--- config.mk ---
export PLATFORM = sky130hd
export DESIGN_NAME = arithUnitTop
export DESIGN_NICKNAME = d
export VERILOG_FILES = /design/src/axiLitePkg.sv /design/src/arithPkg.sv /design/src/addSubV.sv /design/src/arithExec.sv /design/src/arithUnitTop.sv /design/src/axiLiteRegs.sv /design/src/prefixAndOr.sv
export SDC_FILE = /design/constraint.sdc
export NUM_CORES = 1
export LEC_CHECK = 0
export ABC_AREA = 1
export BUFFER_PORTS_ARGS = -buffer_cell sky130_fd_sc_hd__buf_2
export CORE_MARGIN = 10
export CORE_UTILIZATION = 55
export CTS_CLUSTER_DIAMETER = 120
export DETAILED_ROUTE_END_ITERATION = 12
export HOLD_SLACK_MARGIN = 0.02
export PLACE_DENSITY = 0.78
export SYNTH_ARGS = -nofsm -noshare
export SYNTH_HDL_FRONTEND = slang
export SYNTH_SLANG_ARGS = --single-unit
--- constraint.sdc ---
create_clock -name clk -period 4.3 [get_ports clk]
set_clock_uncertainty 0.15 [all_clocks]
set_input_delay 0.43 -clock clk [delete_from_list [all_inputs] [get_ports clk]]
set_output_delay 0.43 -clock clk [all_outputs]
set_load 0.1 [all_outputs]
--- src/axiLitePkg.sv ---
`default_nettype none

package axiLitePkg;

	localparam int addrWidth = 4;  // byte address into a 16 byte window
	localparam int dataWidth = 32;

	// only the two codes this slave ever returns
	typedef enum logic [1:0] {
		respOkay   = 2'b00,
		respSlvErr = 2'b10
	} axiResp_e;

	// master side of all five channels
	typedef struct packed {
		logic [addrWidth-1:0] awaddr;
		logic                 awvalid;
		logic [dataWidth-1:0] wdata;   // no strobes, always a full word
		logic                 wvalid;
		logic                 bready;
		logic [addrWidth-1:0] araddr;
		logic                 arvalid;
		logic                 rready;
	} axiReq_t;

	// slave side of all five channels
	typedef struct packed {
		logic                 awready;
		logic                 wready;
		logic                 bvalid;
		axiResp_e             bresp;
		logic                 arready;
		logic [dataWidth-1:0] rdata;
		logic                 rvalid;
		axiResp_e             rresp;
	} axiRsp_t;

endpackage

`default_nettype wire

--- src/arithPkg.sv ---
`default_nettype none

package arithPkg;

	// datapath
	localparam int opWidth     = 16;
	localparam int prefixSpeed = 2;  // network choice (serial 0, brent-kung 1, sklansky 2)

	// opcode as written into regCtrl[1:0]
	typedef enum logic [1:0] {
		opAdd   = 2'b00,  // a + b
		opSub   = 2'b01,  // a - b
		opAddCi = 2'b10,  // a + b + 1
		opSubCi = 2'b11   // a - b - 1
	} arithOp_e;

	// register map, byte offsets
	localparam logic [axiLitePkg::addrWidth-1:0] regA      = 'h0;
	localparam logic [axiLitePkg::addrWidth-1:0] regB      = 'h4;
	localparam logic [axiLitePkg::addrWidth-1:0] regCtrl   = 'h8;  // write starts an op
	localparam logic [axiLitePkg::addrWidth-1:0] regResult = 'hC;  // read only

	// result word layout, sum sits in the low opWidth bits
	localparam int ovfBit  = 16;
	localparam int doneBit = 31;

	// one operation as handed to the execution unit
	typedef struct packed {
		logic [opWidth-1:0] a;
		logic [opWidth-1:0] b;
		arithOp_e           op;
	} arithCmd_t;

	// registered outcome, polled by software
	typedef struct packed {
		logic [opWidth-1:0] sum;
		logic               ovf;   // two's complement overflow
		logic               done;  // low while an op is in flight
	} arithResult_t;

endpackage

`default_nettype wire

--- src/addSubV.sv ---
`timescale 1ns/1ps
`default_nettype none

// two's complement add/sub, S = SUB ? A-B-CI : A+B+CI
module addSubV
	import arithPkg::*;
#(
	parameter int width = opWidth,      // word width
	parameter int speed = prefixSpeed   // carry network choice
) (
	input  logic [width-1:0] A,
	input  logic [width-1:0] B,
	input  logic             CI,   // carry in, added or subtracted
	input  logic             SUB,  // subtract enable
	output logic [width-1:0] S,
	output logic             V     // overflow
);

	logic [width-1:0] bInv;   // B, inverted for subtraction
	logic             ciEff;  // carry actually entering bit 0
	logic [width-1:0] gIn;
	logic [width-1:0] pIn;
	logic [width-1:0] gOut;   // carry out of each bit
	logic [width-1:0] halfSum;

	// a - b = a + ~b + 1, the +1 comes from the inverted carry
	assign bInv  = B ^ {width{SUB}};
	assign ciEff = CI ^ SUB;

	// bit 0 absorbs the carry-in as a full adder majority
	assign gIn[0]     = (A[0] & bInv[0]) | (A[0] & ciEff) | (bInv[0] & ciEff);
	assign pIn[0]     = 1'b0;
	assign halfSum[0] = A[0] ^ bInv[0];

	for (genvar i = 1; i < width; i++) begin : bitPre
		assign gIn[i]     = A[i] & bInv[i];
		assign pIn[i]     = A[i] | bInv[i];
		assign halfSum[i] = ~gIn[i] & pIn[i];  // xor from and/or
	end

	// group propagate not needed, carry-in already lives in the generate
	prefixAndOr #(
		.width(width),
		.speed(speed)
	) prefix_i (
		.GI(gIn),
		.PI(pIn),
		.GO(gOut),
		.PO()
	);

	assign S = halfSum ^ {gOut[width-2:0], ciEff};  // carry into each bit
	assign V = gOut[width-1] ^ gOut[width-2];       // carry in vs out of msb

endmodule

`default_nettype wire

--- src/arithExec.sv ---
`timescale 1ns/1ps
`default_nettype none

// runs one operation per launch, result two edges later
module arithExec
	import arithPkg::*;
(
	input  logic         clk,
	input  logic         rstN,
	input  logic         launch,  // one-cycle start strobe
	input  arithCmd_t    cmd,
	output arithResult_t result
);

	arithCmd_t          cmdQ;  // operands held for the adder
	logic               busy;  // launch seen, sum not yet stored
	logic               sub;
	logic               ci;
	logic [opWidth-1:0] sum;
	logic               ovf;
	logic [opWidth-1:0] sumQ;
	logic               ovfQ;
	logic               doneQ;

	always_ff @(posedge clk) begin
		if (launch)
			cmdQ <= cmd;
	end

	// opcode to adder controls
	always_comb begin
		case (cmdQ.op)
			opAdd:   begin sub = 1'b0; ci = 1'b0; end
			opSub:   begin sub = 1'b1; ci = 1'b0; end
			opAddCi: begin sub = 1'b0; ci = 1'b1; end
			opSubCi: begin sub = 1'b1; ci = 1'b1; end
			default: begin sub = 1'b0; ci = 1'b0; end
		endcase
	end

	addSubV #(
		.width(opWidth),
		.speed(prefixSpeed)
	) addSub_i (
		.A(cmdQ.a),
		.B(cmdQ.b),
		.CI(ci),
		.SUB(sub),
		.S(sum),
		.V(ovf)
	);

	always_ff @(posedge clk or negedge rstN) begin
		if (!rstN) begin
			busy  <= 1'b0;
			doneQ <= 1'b0;
			sumQ  <= '0;
			ovfQ  <= 1'b0;
		end else if (launch) begin
			busy  <= 1'b1;
			doneQ <= 1'b0;  // software sees not-done right away
		end else if (busy) begin
			busy  <= 1'b0;
			doneQ <= 1'b1;
			sumQ  <= sum;
			ovfQ  <= ovf;
		end
	end

	assign result = '{sum: sumQ, ovf: ovfQ, done: doneQ};

endmodule

`default_nettype wire

--- src/arithUnitTop.sv ---
`timescale 1ns/1ps
`default_nettype none

// memory-mapped adder-subtractor
module arithUnitTop
	import axiLitePkg::*;
	import arithPkg::*;
(
	input  logic    clk,
	input  logic    rstN,
	input  axiReq_t req,  // axi4-lite from the processor
	output axiRsp_t rsp
);

	logic         launch;  // start strobe, regs to exec
	arithCmd_t    cmd;
	arithResult_t result;  // exec back to the read mux

	axiLiteRegs regs_i (
		.clk(clk),
		.rstN(rstN),
		.req(req),
		.rsp(rsp),
		.launch(launch),
		.cmd(cmd),
		.result(result)
	);

	// done readable two cycles after the ctrl write handshake
	arithExec exec_i (
		.clk(clk),
		.rstN(rstN),
		.launch(launch),
		.cmd(cmd),
		.result(result)
	);

endmodule

`default_nettype wire

--- src/axiLiteRegs.sv ---
`timescale 1ns/1ps
`default_nettype none

// axi4-lite slave holding operands and opcode
module axiLiteRegs
	import axiLitePkg::*;
	import arithPkg::*;
(
	input  logic         clk,
	input  logic         rstN,
	input  axiReq_t      req,
	output axiRsp_t      rsp,
	output logic         launch,  // ctrl write accepted this cycle
	output arithCmd_t    cmd,
	input  arithResult_t result
);

	typedef enum logic {wrIdle, wrResp} wrState_e;
	typedef enum logic {rdIdle, rdResp} rdState_e;

	wrState_e             wrState;
	rdState_e             rdState;
	logic                 wrReady;   // awready and wready together
	logic                 rdReady;
	logic                 wrAccept;  // aw and w handshake
	logic                 rdAccept;
	logic                 wrOk;      // address is writable
	logic                 rdOk;      // address is mapped
	axiResp_e             bResp;
	axiResp_e             rResp;
	logic [dataWidth-1:0] rdMux;
	logic [dataWidth-1:0] rData;
	logic [opWidth-1:0]   aReg;
	logic [opWidth-1:0]   bReg;
	arithOp_e             opReg;

	assign wrAccept = wrReady & req.awvalid & req.wvalid;
	assign rdAccept = rdReady & req.arvalid;
	assign launch   = wrAccept & (req.awaddr == regCtrl);

	// regResult and unmapped holes refuse writes
	assign wrOk = (req.awaddr == regA) | (req.awaddr == regB) | (req.awaddr == regCtrl);

	// write channel fsm
	always_ff @(posedge clk or negedge rstN) begin
		if (!rstN) begin
			wrState <= wrIdle;
			wrReady <= 1'b0;
			bResp   <= respOkay;
		end else begin
			wrReady <= 1'b0;  // ready is a single pulse
			case (wrState)
				wrIdle: begin
					if (wrAccept) begin
						wrState <= wrResp;
						bResp   <= wrOk ? respOkay : respSlvErr;
					end else if (req.awvalid && req.wvalid) begin
						wrReady <= 1'b1;  // both valids seen
					end
				end
				wrResp: if (req.bready) wrState <= wrIdle;
				default: wrState <= wrIdle;
			endcase
		end
	end

	// operand and opcode storage
	always_ff @(posedge clk or negedge rstN) begin
		if (!rstN) begin
			aReg  <= '0;
			bReg  <= '0;
			opReg <= opAdd;
		end else if (wrAccept) begin
			case (req.awaddr)
				regA:    aReg  <= req.wdata[opWidth-1:0];
				regB:    bReg  <= req.wdata[opWidth-1:0];
				regCtrl: opReg <= arithOp_e'(req.wdata[$bits(arithOp_e)-1:0]);
				default: ;  // nothing stored
			endcase
		end
	end

	// new opcode goes straight through on launch
	assign cmd = '{
		a:  aReg,
		b:  bReg,
		op: launch ? arithOp_e'(req.wdata[$bits(arithOp_e)-1:0]) : opReg
	};

	// read mux
	always_comb begin
		rdMux = '0;
		rdOk  = 1'b1;
		case (req.araddr)
			regA:    rdMux[opWidth-1:0] = aReg;
			regB:    rdMux[opWidth-1:0] = bReg;
			regCtrl: rdMux[$bits(arithOp_e)-1:0] = opReg;  // last opcode
			regResult: begin
				rdMux[opWidth-1:0] = result.sum;
				rdMux[ovfBit]      = result.ovf;
				rdMux[doneBit]     = result.done;
			end
			default: rdOk = 1'b0;  // hole in the map
		endcase
	end

	// read channel fsm
	always_ff @(posedge clk or negedge rstN) begin
		if (!rstN) begin
			rdState <= rdIdle;
			rdReady <= 1'b0;
			rResp   <= respOkay;
		end else begin
			rdReady <= 1'b0;
			case (rdState)
				rdIdle: begin
					if (rdAccept) begin
						rdState <= rdResp;
						rResp   <= rdOk ? respOkay : respSlvErr;
					end else if (req.arvalid) begin
						rdReady <= 1'b1;
					end
				end
				rdResp: if (req.rready) rdState <= rdIdle;
				default: rdState <= rdIdle;
			endcase
		end
	end

	// read data held until rready
	always_ff @(posedge clk) begin
		if (rdAccept)
			rData <= rdMux;
	end

	always_comb begin
		rsp.awready = wrReady;
		rsp.wready  = wrReady;
		rsp.bvalid  = (wrState == wrResp);
		rsp.bresp   = bResp;
		rsp.arready = rdReady;
		rsp.rdata   = rData;
		rsp.rvalid  = (rdState == rdResp);
		rsp.rresp   = rResp;
	end

endmodule

`default_nettype wire

--- src/prefixAndOr.sv ---
`timescale 1ns/1ps
`default_nettype none

// prefix generate/propagate: GO[i],PO[i] cover bits i..0
module prefixAndOr
	import arithPkg::*;
#(
	parameter int width = opWidth,      // word width
	parameter int speed = prefixSpeed   // 0 serial, 1 brent-kung, 2 sklansky
) (
	input  logic [width-1:0] GI,  // per-bit generate
	input  logic [width-1:0] PI,  // per-bit propagate
	output logic [width-1:0] GO,  // prefix generate
	output logic [width-1:0] PO   // prefix propagate
);

	localparam int depth = $clog2(width);  // levels of one log tree

	if (speed == 2) begin : sklansky
		// row l holds groups aligned to 2**l
		logic [depth:0][width-1:0] gT, pT;

		assign gT[0] = GI;
		assign pT[0] = PI;

		for (genvar l = 1; l <= depth; l++) begin : level
			for (genvar i = 0; i < width; i++) begin : node
				if ((i / 2**(l-1)) % 2 == 1) begin : black
					// upper half of a group takes the top of the lower half
					localparam int j = i - i % 2**(l-1) - 1;
					assign gT[l][i] = gT[l-1][i] | (pT[l-1][i] & gT[l-1][j]);
					assign pT[l][i] = pT[l-1][i] & pT[l-1][j];
				end else begin : white
					assign gT[l][i] = gT[l-1][i];  // pass through
					assign pT[l][i] = pT[l-1][i];
				end
			end
		end

		assign GO = gT[depth];
		assign PO = pT[depth];

	end else if (speed == 1) begin : brentKung
		// up-sweep rows 1..depth, down-sweep rows depth+1..2*depth-1
		logic [2*depth-1:0][width-1:0] gT, pT;

		assign gT[0] = GI;
		assign pT[0] = PI;

		// up-sweep builds the power-of-two spans
		for (genvar l = 1; l <= depth; l++) begin : upLevel
			for (genvar i = 0; i < width; i++) begin : node
				if ((i + 1) % 2**l == 0) begin : black
					localparam int j = i - 2**(l-1);  // top of left sibling
					assign gT[l][i] = gT[l-1][i] | (pT[l-1][i] & gT[l-1][j]);
					assign pT[l][i] = pT[l-1][i] & pT[l-1][j];
				end else begin : white
					assign gT[l][i] = gT[l-1][i];
					assign pT[l][i] = pT[l-1][i];
				end
			end
		end

		// down-sweep fills the bits in between
		for (genvar l = depth + 1; l < 2 * depth; l++) begin : downLevel
			localparam int d = 2 * depth - l;  // span shrinks each row
			for (genvar i = 0; i < width; i++) begin : node
				if (i >= 2**d && (i + 1) % 2**d == 2**(d-1)) begin : black
					localparam int j = i - 2**(d-1);  // already a full prefix
					assign gT[l][i] = gT[l-1][i] | (pT[l-1][i] & gT[l-1][j]);
					assign pT[l][i] = pT[l-1][i] & pT[l-1][j];
				end else begin : white
					assign gT[l][i] = gT[l-1][i];
					assign pT[l][i] = pT[l-1][i];
				end
			end
		end

		assign GO = gT[2*depth-1];
		assign PO = pT[2*depth-1];

	end else begin : serial
		// plain ripple chain, smallest and slowest
		logic [width-1:0] gT, pT;

		assign gT[0] = GI[0];
		assign pT[0] = PI[0];

		for (genvar i = 1; i < width; i++) begin : node
			assign gT[i] = GI[i] | (PI[i] & gT[i-1]);
			assign pT[i] = PI[i] & pT[i-1];
		end

		assign GO = gT;
		assign PO = pT;
	end

endmodule

`default_nettype wire

# == Word level (Yosys, flattened, before mapping) ==
# Index checks and enable logic that the tools add are counted.
# word_totals
latch_bits,0
out_inout_bits,41
mem_bits_rw,0
ff_bits,113
memories,0
word_cells,224
inputBits,47
mem_bits_ro,0
# op_classes
magnitude_cmp,0
n_eq_ne,8
multipliers,0
n_reduce_logical,16
n_mux,22
bitwise_logic,160
div,0
add_sub_neg,0
shift,0
# ops
cell,n
$and 1x1->1,86
$or 1x1->1,51
$pmux 14 s3,1
$xor 16x16->16,2
$not 1->1,18
$mux 1,14
$eq 4x4->1 const B,3
$reduce_and 2->1,6
$eq 4x3->1 const B,2
$logic_not 4->1,2
$pmux 1 s2,4
$pmux 2 s4,1
$reduce_or 2->1,4
$eq 2x2->1 const B,2
$mux 2,2
$reduce_or 4->1,1
$xor 1x1->1,3
$eq 2x1->1 const B,1
$logic_not 2->1,1
$reduce_bool 2->1,1
$logic_and 1x1->1,1

# == Logic depth before layout (Yosys ltp) ==
# Gate-level depths: netlist of the first run.
# logic_depth
depth_word,16
ltp_mapped,16
depth_no_buf,16

# == Cells and area by module ==
# Synthesis of the first run repeated with hierarchy kept, for this count alone.
# unflattened
cells_unflattened,810
hier_area_um2,6580.1
# modules_own_cells
mod,seq_area_each_um2,cells_each,area_each_um2,instances
axiLiteRegs,1541.5,320,2872.8,1
arithExec,1496.4,116,1824.2,1
addSubV,0.0,262,1308.8,1
prefixAndOr,0.0,112,574.3,1

# == Worst setup path after synthesis of the first run ==
# OpenSTA, ideal clock, no wires.
# synth_path
path_kind,register to register
from,reg exec_i.cmdQ[0] (netlist bit)
to,reg exec_i.sumQ[9]
path_stages_with_launch,14
period_less_slack_ns,3.122
required_time_ns,4.024
arrival_ns,2.846
n_path_buf,2
slack_ns,1.178
setup_time_ns,0.126
path_cell_list,edfxtp_1 -> buf_2 -> buf_2 -> xor2_1 -> fa_1 -> fa_1 -> inv_1 -> o21ai_0 -> nand3_1 -> nand2_2 -> fa_1 -> xor2_1 -> nand2_1 -> o21ai_0
# synth_between
elab_chain_cells,16
word_cells_on_any_way,58
cone_classes,3 x eq/ne; 2 x mux; 48 x bitwise; 5 x reduce/logical
# synth_rtl
item,line_no,rtl
start: declaration,arithExec.sv:15,arithCmd_t cmdQ;
start signal: assignment,arithExec.sv:27,cmdQ <= cmd;
$eq 2x1->1 (tied with other cells),arithExec.sv:32,case (cmdQ.op)
$reduce_or 2->1 (no source line),-,
$pmux 1 s2,arithExec.sv:32,
$xor 16x16->16 / $xor 1x1->1 (equally long branches),"addSubV.sv:27, addSubV.sv:28",
$and 1x1->1,addSubV.sv:31,assign gIn[0] = (A[0] & bInv[0]) | (A[0] & ciEff) | (bInv[0] & ciEff);
$or 1x1->1 (2 in series),addSubV.sv:31,
$and 1x1->1,prefixAndOr.sv:31,assign gT[l][i] = gT[l-1][i] | (pT[l-1][i] & gT[l-1][j]);
$or 1x1->1,prefixAndOr.sv:31,
$and 1x1->1,prefixAndOr.sv:31,
$or 1x1->1,prefixAndOr.sv:31,
$and 1x1->1,prefixAndOr.sv:31,
$or 1x1->1,prefixAndOr.sv:31,
$and 1x1->1,prefixAndOr.sv:31,
$or 1x1->1,prefixAndOr.sv:31,
$xor 16x16->16 *,addSubV.sv:52,"assign S = halfSum ^ {gOut[width-2:0], ciEff};"
end signal: assignment,arithExec.sv:65,sumQ <= sum;
end: declaration,arithExec.sv:21,logic [opWidth-1:0] sumQ;
# Mark *: on every way between the ends. The rest lies on a longest branch, timed or not.
# A chain may end at the register's enable or synchronous reset.

# == Worst setup path after layout of the first run ==
# Ends and elaborated chain as after synthesis.

==> results.ini, run 1 <==
[worst_setup_path]
cp_slowest_cell=fa_1
path_delay_family=adder cells
worstSetupPathDepth=12
cp-start-kind=register
cp_max_fo=16
crit_path_end_kind=register
worstPathRequired_ns=4.41
path_buf_inv=2
rr_startpoint=exec_i.cmdQ[0]
rr_endpoint=exec_i.sumQ[9]
critPathArrivalTime_ns=3.28
crit_top_cell=fa_1
crit_path_cell_trace=buf_4, xor2_1, fa_1, fa_1, inv_1, o21ai_0, nand3_1, nand2_2, fa_1, xor2_1, nand2_1, o21ai_0
critPathKind=reg -> reg
r2r_setup_slack_ns=1.13
reg2reg_depth=12
max_stage_delay_ns=0.44

[floorplan]
fp.dieH_um=121
io_pins=88
row_count=36
start_util=0.568
core-area_mm2=0.00982
fp.dieW_um=121
dieArea_mm2=0.0146

[status]
status=finished, final reports clean

[timing]
period_needed_ns=3.17
tns_ns=0
period_share=0.738
max_freq_ghz=0.315
maxSlewViolCount=0
finalSetupViolCount=0
grt_setup_unrepaired=no
hold_violations=0
fin_ws_ns=1.13
timing.hold.ws_ns=0.0337
max-slew-margin-rel=0.345
worstMarginPinSlew_ns=0.979

[pwr]
p_int_uw=1490
p_sw_uw=669
p_leak_uw=0.00296
sw_frac_of_total=0.309
pwr-share-clk=0.293
p_per_area_mw_per_mm2=355
pwr-share-comb=0.152
max-vdd-ir-drop_mv=0.276
p_seq_frac=0.555

[placement]
place.gp.congestion=0.866
detailed_place.area_mm2=0.00589
hpwlAfterDp_um=7840
place_inst=746
io_buffers=55
post-place-ws_ns=1.10

[global_routing]
grt.total_usage=0.158
grt_max_degree=60
gr-total-overflow=0
grt_pass1_vias=3966
grt_pass1_wl_um=18400
grt_antenna_before_repair=0

[yosys]
ys_seq_area_frac=0.544
yosysTopAreaCell=edfxtp_1
ys.warnings.count=0
syn_avg_cell_area_um2=9.76
syn_area_mm2=0.00558
synthTopCellsByCount=nand2_1 (151), inv_1 (92), dfrtp_1 (59)
synth_cell_types=31
synthArstFlopShare=0.532
synth_edf_count=52
synthCells=572
yosysTopAreaCellShare=0.280
synthFlopType=dfrtp_1
synth_seq_cells=111
synth_most_common_cell=nand2_1
synth_area_leaders=edfxtp_1 (28%), dfrtp_1 (26%), nand2_1 (10%), ha_1 (6.7%), inv_1 (6.2%)

[cells_and_area]
area_growth_syn_to_layout_pct=9.01
instances_no_fill=762
stdcell_area_mm2=0.00608
diodes=0
layout.nets=706
drive_gt1_frac=0.149

[clocking]
cts_tree=yes
cts_buffer_depth=2
clock_latency_ns=0.37
cts.clk_slew.worst_paths_ns=0.10
htree_levels=3
cts_hold_buf=0
cts_buffers=9
cts_sinks=111
cts_resized=0
root_buffer=clkbuf_8
postCtsSetupBuffers=0

[routing]
drc=0
via_count=3850
post_drt_via_cell_ratio=5.05
routed_wl_um=11300
ant_nets=0
drt_iter0_markers=206
drtPass1Iterations=5
routedWlPerCell_um=14.8

[flow_run]
drv_cap=0

[hold_path]
hold_class=in -> async

-- routing by layer --
layer / vias to the layer above / GRT usage / routed length [µm] / share of wire
met5: - / 0 / 0 / 0
met1: 1850 / 0.181 / 4710 / 0.42
li1: 1873 / - / - / -
met2: 111 / 0.274 / 5630 / 0.50
met3: 16 / 0.0461 / 792 / 0.070
met4: 0 / 0.0581 / 139 / 0.012
-- area by class of cell --
| type | instances | area [µm²] |
|---|---|---|
| well taps | 133 | 166 |
| multi-input cells | 348 | 2010 |
| inverters | 93 | 349 |
| repair buffers | 61 | 320 |
| flip-flops and latches | 111 | 3040 |
| clock inverters | 6 | 70.1 |
| fillers | 859 | 3730 |
| clock buffers | 10 | 128 |
-- per-stage QoR --
stage               utilization  total power (µW)
floorplan                     -              1500
global placement          0.600              1540
detailed placement        0.600              1550
CTS                       0.620              2170
global route              0.620              2230
finish                    0.620              2160
-- flip-flops by register name, indices dropped and copies added, names as in the netlist --
register / count
exec_i.cmdQ: 34
regs_i.rData: 18
exec_i.sumQ: 16
regs_i.aReg: 16
regs_i.bReg: 16
regs_i.opReg: 2
exec_i.busy: 1
exec_i.doneQ: 1
exec_i.ovfQ: 1
regs_i.bResp: 1
regs_i.rResp: 1
regs_i.rdReady: 1
regs_i.rdState: 1
regs_i.wrReady: 1
regs_i.wrState: 1
-- cells by family after synthesis --
| group | after synthesis | synth area share |
|---|---|---|
| xor+xnor | 20 | 0.0314 |
| flops | 111 | 0.544 |
| compound gates | 66 | 0.0639 |
| fa+ha+maj | 35 | 0.0852 |
| mux | 1 | 0.00179 |
| other cells | 1 | 0.000672 |
| simple gates | 210 | 0.168 |
| buf+inv | 128 | 0.105 |
-- layout by cell type, fill, tap and decap left out --
cell type	Yosys	final
clkinv_4	0	2
nor2_1	12	12
nand3b_1	2	2
buf_2	4	55
xor2_1	3	3
o31ai_1	1	1
inv_6	0	2
mux2i_1	1	1
ha_1	30	30
nor3_1	2	2
buf_4	23	6
o21bai_1	3	3
nand2_2	2	2
o211ai_1	5	5
edfxtp_1	52	52
o21ai_0	46	46
inv_2	1	1
inv_1	92	92
nand3_2	7	7
xnor2_1	17	17
a21oi_1	10	10
clkbuf_8	0	9
clkbuf_1	6	1
fa_1	5	5
nand2_1	151	151
o21ai_2	1	1
nand3_1	21	21
conb_1	1	16
nand4_1	6	6
nor2_2	3	3
clkinv_2	0	1
nor3_4	3	3
or2_2	1	1
bufinv_16	0	1
dfrtp_1	59	59
-- worst max-delay path by stage --
| stage | start | to |
|---|---|---|
| after global placement | exec_i.cmdQ[0] | exec_i.sumQ[9] |
| after global routing | exec_i.cmdQ[0] | exec_i.sumQ[9] |
| final | exec_i.cmdQ[0] | exec_i.sumQ[9] |
| after floorplan | exec_i.cmdQ[0] | exec_i.sumQ[9] |
| after detailed placement | exec_i.cmdQ[0] | exec_i.sumQ[9] |
| after CTS | exec_i.cmdQ[0] | exec_i.sumQ[9] |
-- power by group through the flow --
stage	clock [µW]	combinational [µW]	sequential, µW
after floorplan	0	173	1320
after global placement	0	325	1220
after detailed placement	0	332	1220
after CTS	638	332	1200
after global routing	674	348	1210
final	633	329	1200
Power figures use the tool's default switching activity.
==> run 2: changes to the inputs <==
--- a/config.mk
+++ b/config.mk
@@ -5,14 +5,14 @@
 export SDC_FILE = /design/constraint.sdc
 export NUM_CORES = 1
 export LEC_CHECK = 0
-export ABC_AREA = 1
+export ABC_AREA = 0
 export BUFFER_PORTS_ARGS = -buffer_cell sky130_fd_sc_hd__buf_2
 export CORE_MARGIN = 10
-export CORE_UTILIZATION = 55
+export CORE_UTILIZATION = 51
 export CTS_CLUSTER_DIAMETER = 120
 export DETAILED_ROUTE_END_ITERATION = 12
 export HOLD_SLACK_MARGIN = 0.02
-export PLACE_DENSITY = 0.78
+export PLACE_DENSITY = 0.76
 export SYNTH_ARGS = -nofsm -noshare
 export SYNTH_HDL_FRONTEND = slang
 export SYNTH_SLANG_ARGS = --single-unit
==> constraint.sdc (replaced) <==
create_clock -name clk -period 2.9 [get_ports clk]
set_clock_uncertainty 0.15 [all_clocks]
set_input_delay 0.29 -clock clk [delete_from_list [all_inputs] [get_ports clk]]
set_output_delay 0.29 -clock clk [all_outputs]
set_load 0.1 [all_outputs]
==> run 2 against run 1 <==
  * The run now ends with setup timing left
  * Routed wire length down 1.4%
  * Critical endpoint is now exec_i.sumQ[8]
  * Sequential power up 48%
  * Via count is 9.2% lower
  * Largest power group unchanged
  * Highest routed layer unchanged
  * Largest cell class unchanged
  * Non-clock buffer count increased by 42
==> results.ini, run 2 <==
[worst_setup_path]
path_buf_inv=1  ; was 2
cp_max_fo=2  ; was 16
crit_top_cell=fa_2  ; was fa_1
worstSetupPathDepth=12  ; unchanged
reg2reg_depth=12  ; unchanged
cp-start-kind=register  ; unchanged
crit_path_cell_trace=ha_4, inv_2, fa_2, fa_2, and2b_2, o311ai_4, a21oi_1, nor2_1, o21bai_1, fa_2, nand2_1, nand2_1  ; was buf_4, xor2_1, fa_1, fa_1, inv_1, o21ai_0, nand3_1, nand2_2, fa_1, xor2_1, nand2_1, o21ai_0
setup.worst_path.start=exec_i.cmdQ[0]  ; unchanged
crit_path_end_kind=register  ; unchanged
path_delay_family=adder cells  ; unchanged
rr_endpoint=exec_i.sumQ[8]  ; was exec_i.sumQ[9]
worstPathRequired_ns=3.07  ; was 4.41 ns
crit_end=exec_i.sumQ[8]  ; was exec_i.sumQ[9]
r2r_setup_slack_ns=-0.29  ; was 1.13 ns
critPathKind=reg -> reg  ; unchanged
cp_slowest_cell=fa_2  ; was fa_1
max_stage_delay_ns=0.53  ; was 0.44 ns
critPathArrivalTime_ns=3.36  ; was 3.28 ns
rr_startpoint=exec_i.cmdQ[0]  ; unchanged

[routing]
ant_nets=0  ; unchanged
drt_iter0_markers=154  ; was 206
routedWlPerCell_um=16.0  ; was 14.8 µm
routed_wl_um=11100  ; was 11300 µm
drtPass1Iterations=5  ; unchanged
via_count=3494  ; was 3850
drc=0  ; unchanged
post_drt_via_cell_ratio=5.03  ; was 5.05

[pwr]
power_uw=3250  ; was 2160 µW
sw_frac_of_total=0.306  ; was 0.309
pwr-share-clk=0.286  ; was 0.293
p_per_area_mw_per_mm2=495  ; was 355 mW/mm²
p_seq_frac=0.547  ; was 0.555
pwr-share-comb=0.167  ; was 0.152
p_sw_uw=994  ; was 669 µW
max-vdd-ir-drop_mv=0.379  ; was 0.276 mV
p_leak_uw=0.00303  ; was 0.00296 µW
p_int_uw=2260  ; was 1490 µW

[cells_and_area]
diodes=0  ; unchanged
layout.nets=631  ; was 706
regMostFlops=exec_i.cmdQ  ; unchanged
final_common_cell=dfrtp_1  ; was nand2_1
area_growth_syn_to_layout_pct=18.3  ; was 9.01%
layout_common_cells=dfrtp_1 (59), buf_2 (55), edfxtp_1 (52)  ; was nand2_1 (151), inv_1 (92), dfrtp_1 (59)
drive_gt1_frac=0.285  ; was 0.149
largestRegisters=exec_i.cmdQ: 34 flops, regs_i.rData: 18 flops  ; unchanged
instances_no_fill=694  ; was 762
largest_register_ffs=34  ; unchanged

[global_routing]
busiest_layer=met2  ; unchanged
gr-total-overflow=0  ; unchanged
grt_antenna_before_repair=0  ; unchanged
grt_max_degree=60  ; unchanged
grt_pass1_vias=3704  ; was 3966
met2_usage=0.242  ; was 0.274
grt.total_usage=0.145  ; was 0.158
grt_use_met1=0.176  ; was 0.181
grt_pass1_wl_um=18400  ; about the same
grt_util_met3=0.0332  ; was 0.0461

[placement]
io_buffers=55  ; unchanged
place_inst=653  ; was 746
place.gp.congestion=0.853  ; was 0.866
post-place-ws_ns=-0.291  ; was 1.10 ns
hpwlAfterDp_um=7920  ; was 7840 µm

[floorplan]
io_pins=88  ; unchanged
fp.dieH_um=124  ; was 121 µm
start_util=0.516  ; was 0.568
core-area_mm2=0.0107  ; was 0.00982 mm²
fp.dieW_um=124  ; was 121 µm
dieArea_mm2=0.0154  ; was 0.0146 mm²
row_count=38  ; was 36

[timing]
tns_ns=-1.88  ; was 0 ns
max-slew-margin-rel=0.482  ; was 0.345
period_share=1.10  ; was 0.738
hold_violations=0  ; unchanged
worstMarginPinSlew_ns=0.777  ; was 0.979 ns
finalSetupViolCount=9  ; was 0
period_needed_ns=3.19  ; was 3.17 ns
maxSlewViolCount=0  ; unchanged
grt_setup_unrepaired=yes  ; was no
fin_ws_ns=-0.288  ; was 1.13 ns
max_freq_ghz=0.314  ; was 0.315 GHz

[yosys]
synthTopCellsByCount=dfrtp_1 (59), edfxtp_1 (52), nor2_1 (43)  ; was nand2_1 (151), inv_1 (92), dfrtp_1 (59)
synthArstFlopShare=0.532  ; unchanged
ys.warnings.count=0  ; unchanged
yosysTopAreaCell=edfxtp_1  ; unchanged
ys_seq_area_frac=0.548  ; was 0.544
syn_avg_cell_area_um2=12.1  ; was 9.76 µm²
synth_area_leaders=edfxtp_1 (28%), dfrtp_1 (27%), mux2_2 (6.9%), ha_1 (6.8%), xor2_1 (3.0%)  ; was edfxtp_1 (28%), dfrtp_1 (26%), nand2_1 (10%), ha_1 (6.7%), inv_1 (6.2%)
synthCells=457  ; was 572
synth_cell_types=46  ; was 31
syn_area_mm2=0.00555  ; was 0.00558 mm²
synth_seq_cells=111  ; unchanged
synth_edf_count=52  ; unchanged
synth_most_common_cell=dfrtp_1  ; was nand2_1
synthFlopType=dfrtp_1  ; unchanged
yosysTopAreaCellShare=0.282  ; was 0.280

[clocking]
cts_tree=yes  ; unchanged
cts_buffers=9  ; unchanged
cts.clk_slew.worst_paths_ns=0.10  ; about the same
clock_latency_ns=0.37  ; about the same
cts_sinks=111  ; unchanged
cts_buffer_depth=2  ; unchanged
root_buffer=clkbuf_8  ; unchanged
htree_levels=3  ; unchanged

[hold_path]
hold_class=in -> reg  ; was in -> async

[flow_run]
drv_cap=0  ; unchanged

[status]
status=finished, violations left  ; was finished, final reports clean
violations=setup timing

-- run 2: cell types whose count changed after synthesis, moves of 16 or more --
cell     before  now
inv_1        92   42
mux2_2        0   34
nand2_1     151   25
nor2_1       12   43
o21ai_0      46   13
xor2_1        3   19
-- run 2: stage by stage --
| step | util | hold WS [ns] | cell area, µm² |
|---|---|---|---|
| after floorplan | - | -0.156 | 5640 |
| after global placement | 0.560 | 0.285 | 6020 |
| after detailed placement | 0.560 | 0.300 | 6020 |
| after CTS | 0.606 | 0.107 | 6510 |
| after global routing | 0.611 | 0.137 | 6560 |
| final | 0.611 | 0.122 | 6560 |
-- run 2: power groups by stage --
stage	combinational, µW	sequential (µW)	clock [µW]
after detailed placement	521	1810	0
after floorplan	280	1960	0
after global routing	574	1790	999
after global placement	512	1810	0
final	543	1780	930
after CTS	545	1780	946
-- run 2: worst min-delay path, cell delays in order --
cell     delay (ns)
buf_2          0.09
nor2_1         0.07
o21ai_0        0.16
-- run 2: cell type report --
| cell class | count | area [µm²] |
|---|---|---|
| multi-input cells | 282 | 2290 |
| clock buffers | 10 | 128 |
| well taps | 140 | 175 |
| clock inverters | 6 | 68.8 |
| inverters | 42 | 158 |
| fillers | 858 | 4180 |
| repair buffers | 103 | 707 |
| flip-flops and latches | 111 | 3040 |
-- run 2: how the worst min path moves through the flow --
stage	startpoint	to	depth (start not counted)
after floorplan	rstN	exec_i.busy	0
after global placement	regs_i.rdState	regs_i.rdReady	1
after detailed placement	regs_i.rdState	regs_i.rdReady	1
after CTS	req[2]	regs_i.rResp[1]	3
after global routing	req[2]	regs_i.rResp[1]	3
final	req[2]	regs_i.rResp[1]	3
-- run 2: cells by family (layout without fill, tap and decap cells) --
kind of cell,after synthesis,count (layout),synth area share
and+or+nand+nor,104,104,0.0909
xor gates and xnor gates,22,22,0.0347
buffers and inverters,79,161,0.0693
adders and majority gates,35,35,0.0857
AOI/OAI and AO/OA,54,54,0.0666
other,1,16,0.000676
DFF,111,111,0.548
muxes,51,51,0.104
-- run 2: repair_timing --
action | in CTS | in global routing
setup buffers | 2 | 1
resized for setup | 14 | 10
pin swaps | 9 | 4
endpoints found under the setup margin | 9 | 12
hold endpoints to repair | 93 | 0
hold buffers | 22 | 0
-- run 2: per-layer routing --
| layer | part of all wire | wire length [µm] |
|---|---|---|
| met4 | 0.016 | 180 |
| met2 | 0.49 | 5450 |
| met5 | 0 | 0 |
| met1 | 0.45 | 4970 |
| met3 | 0.046 | 516 |
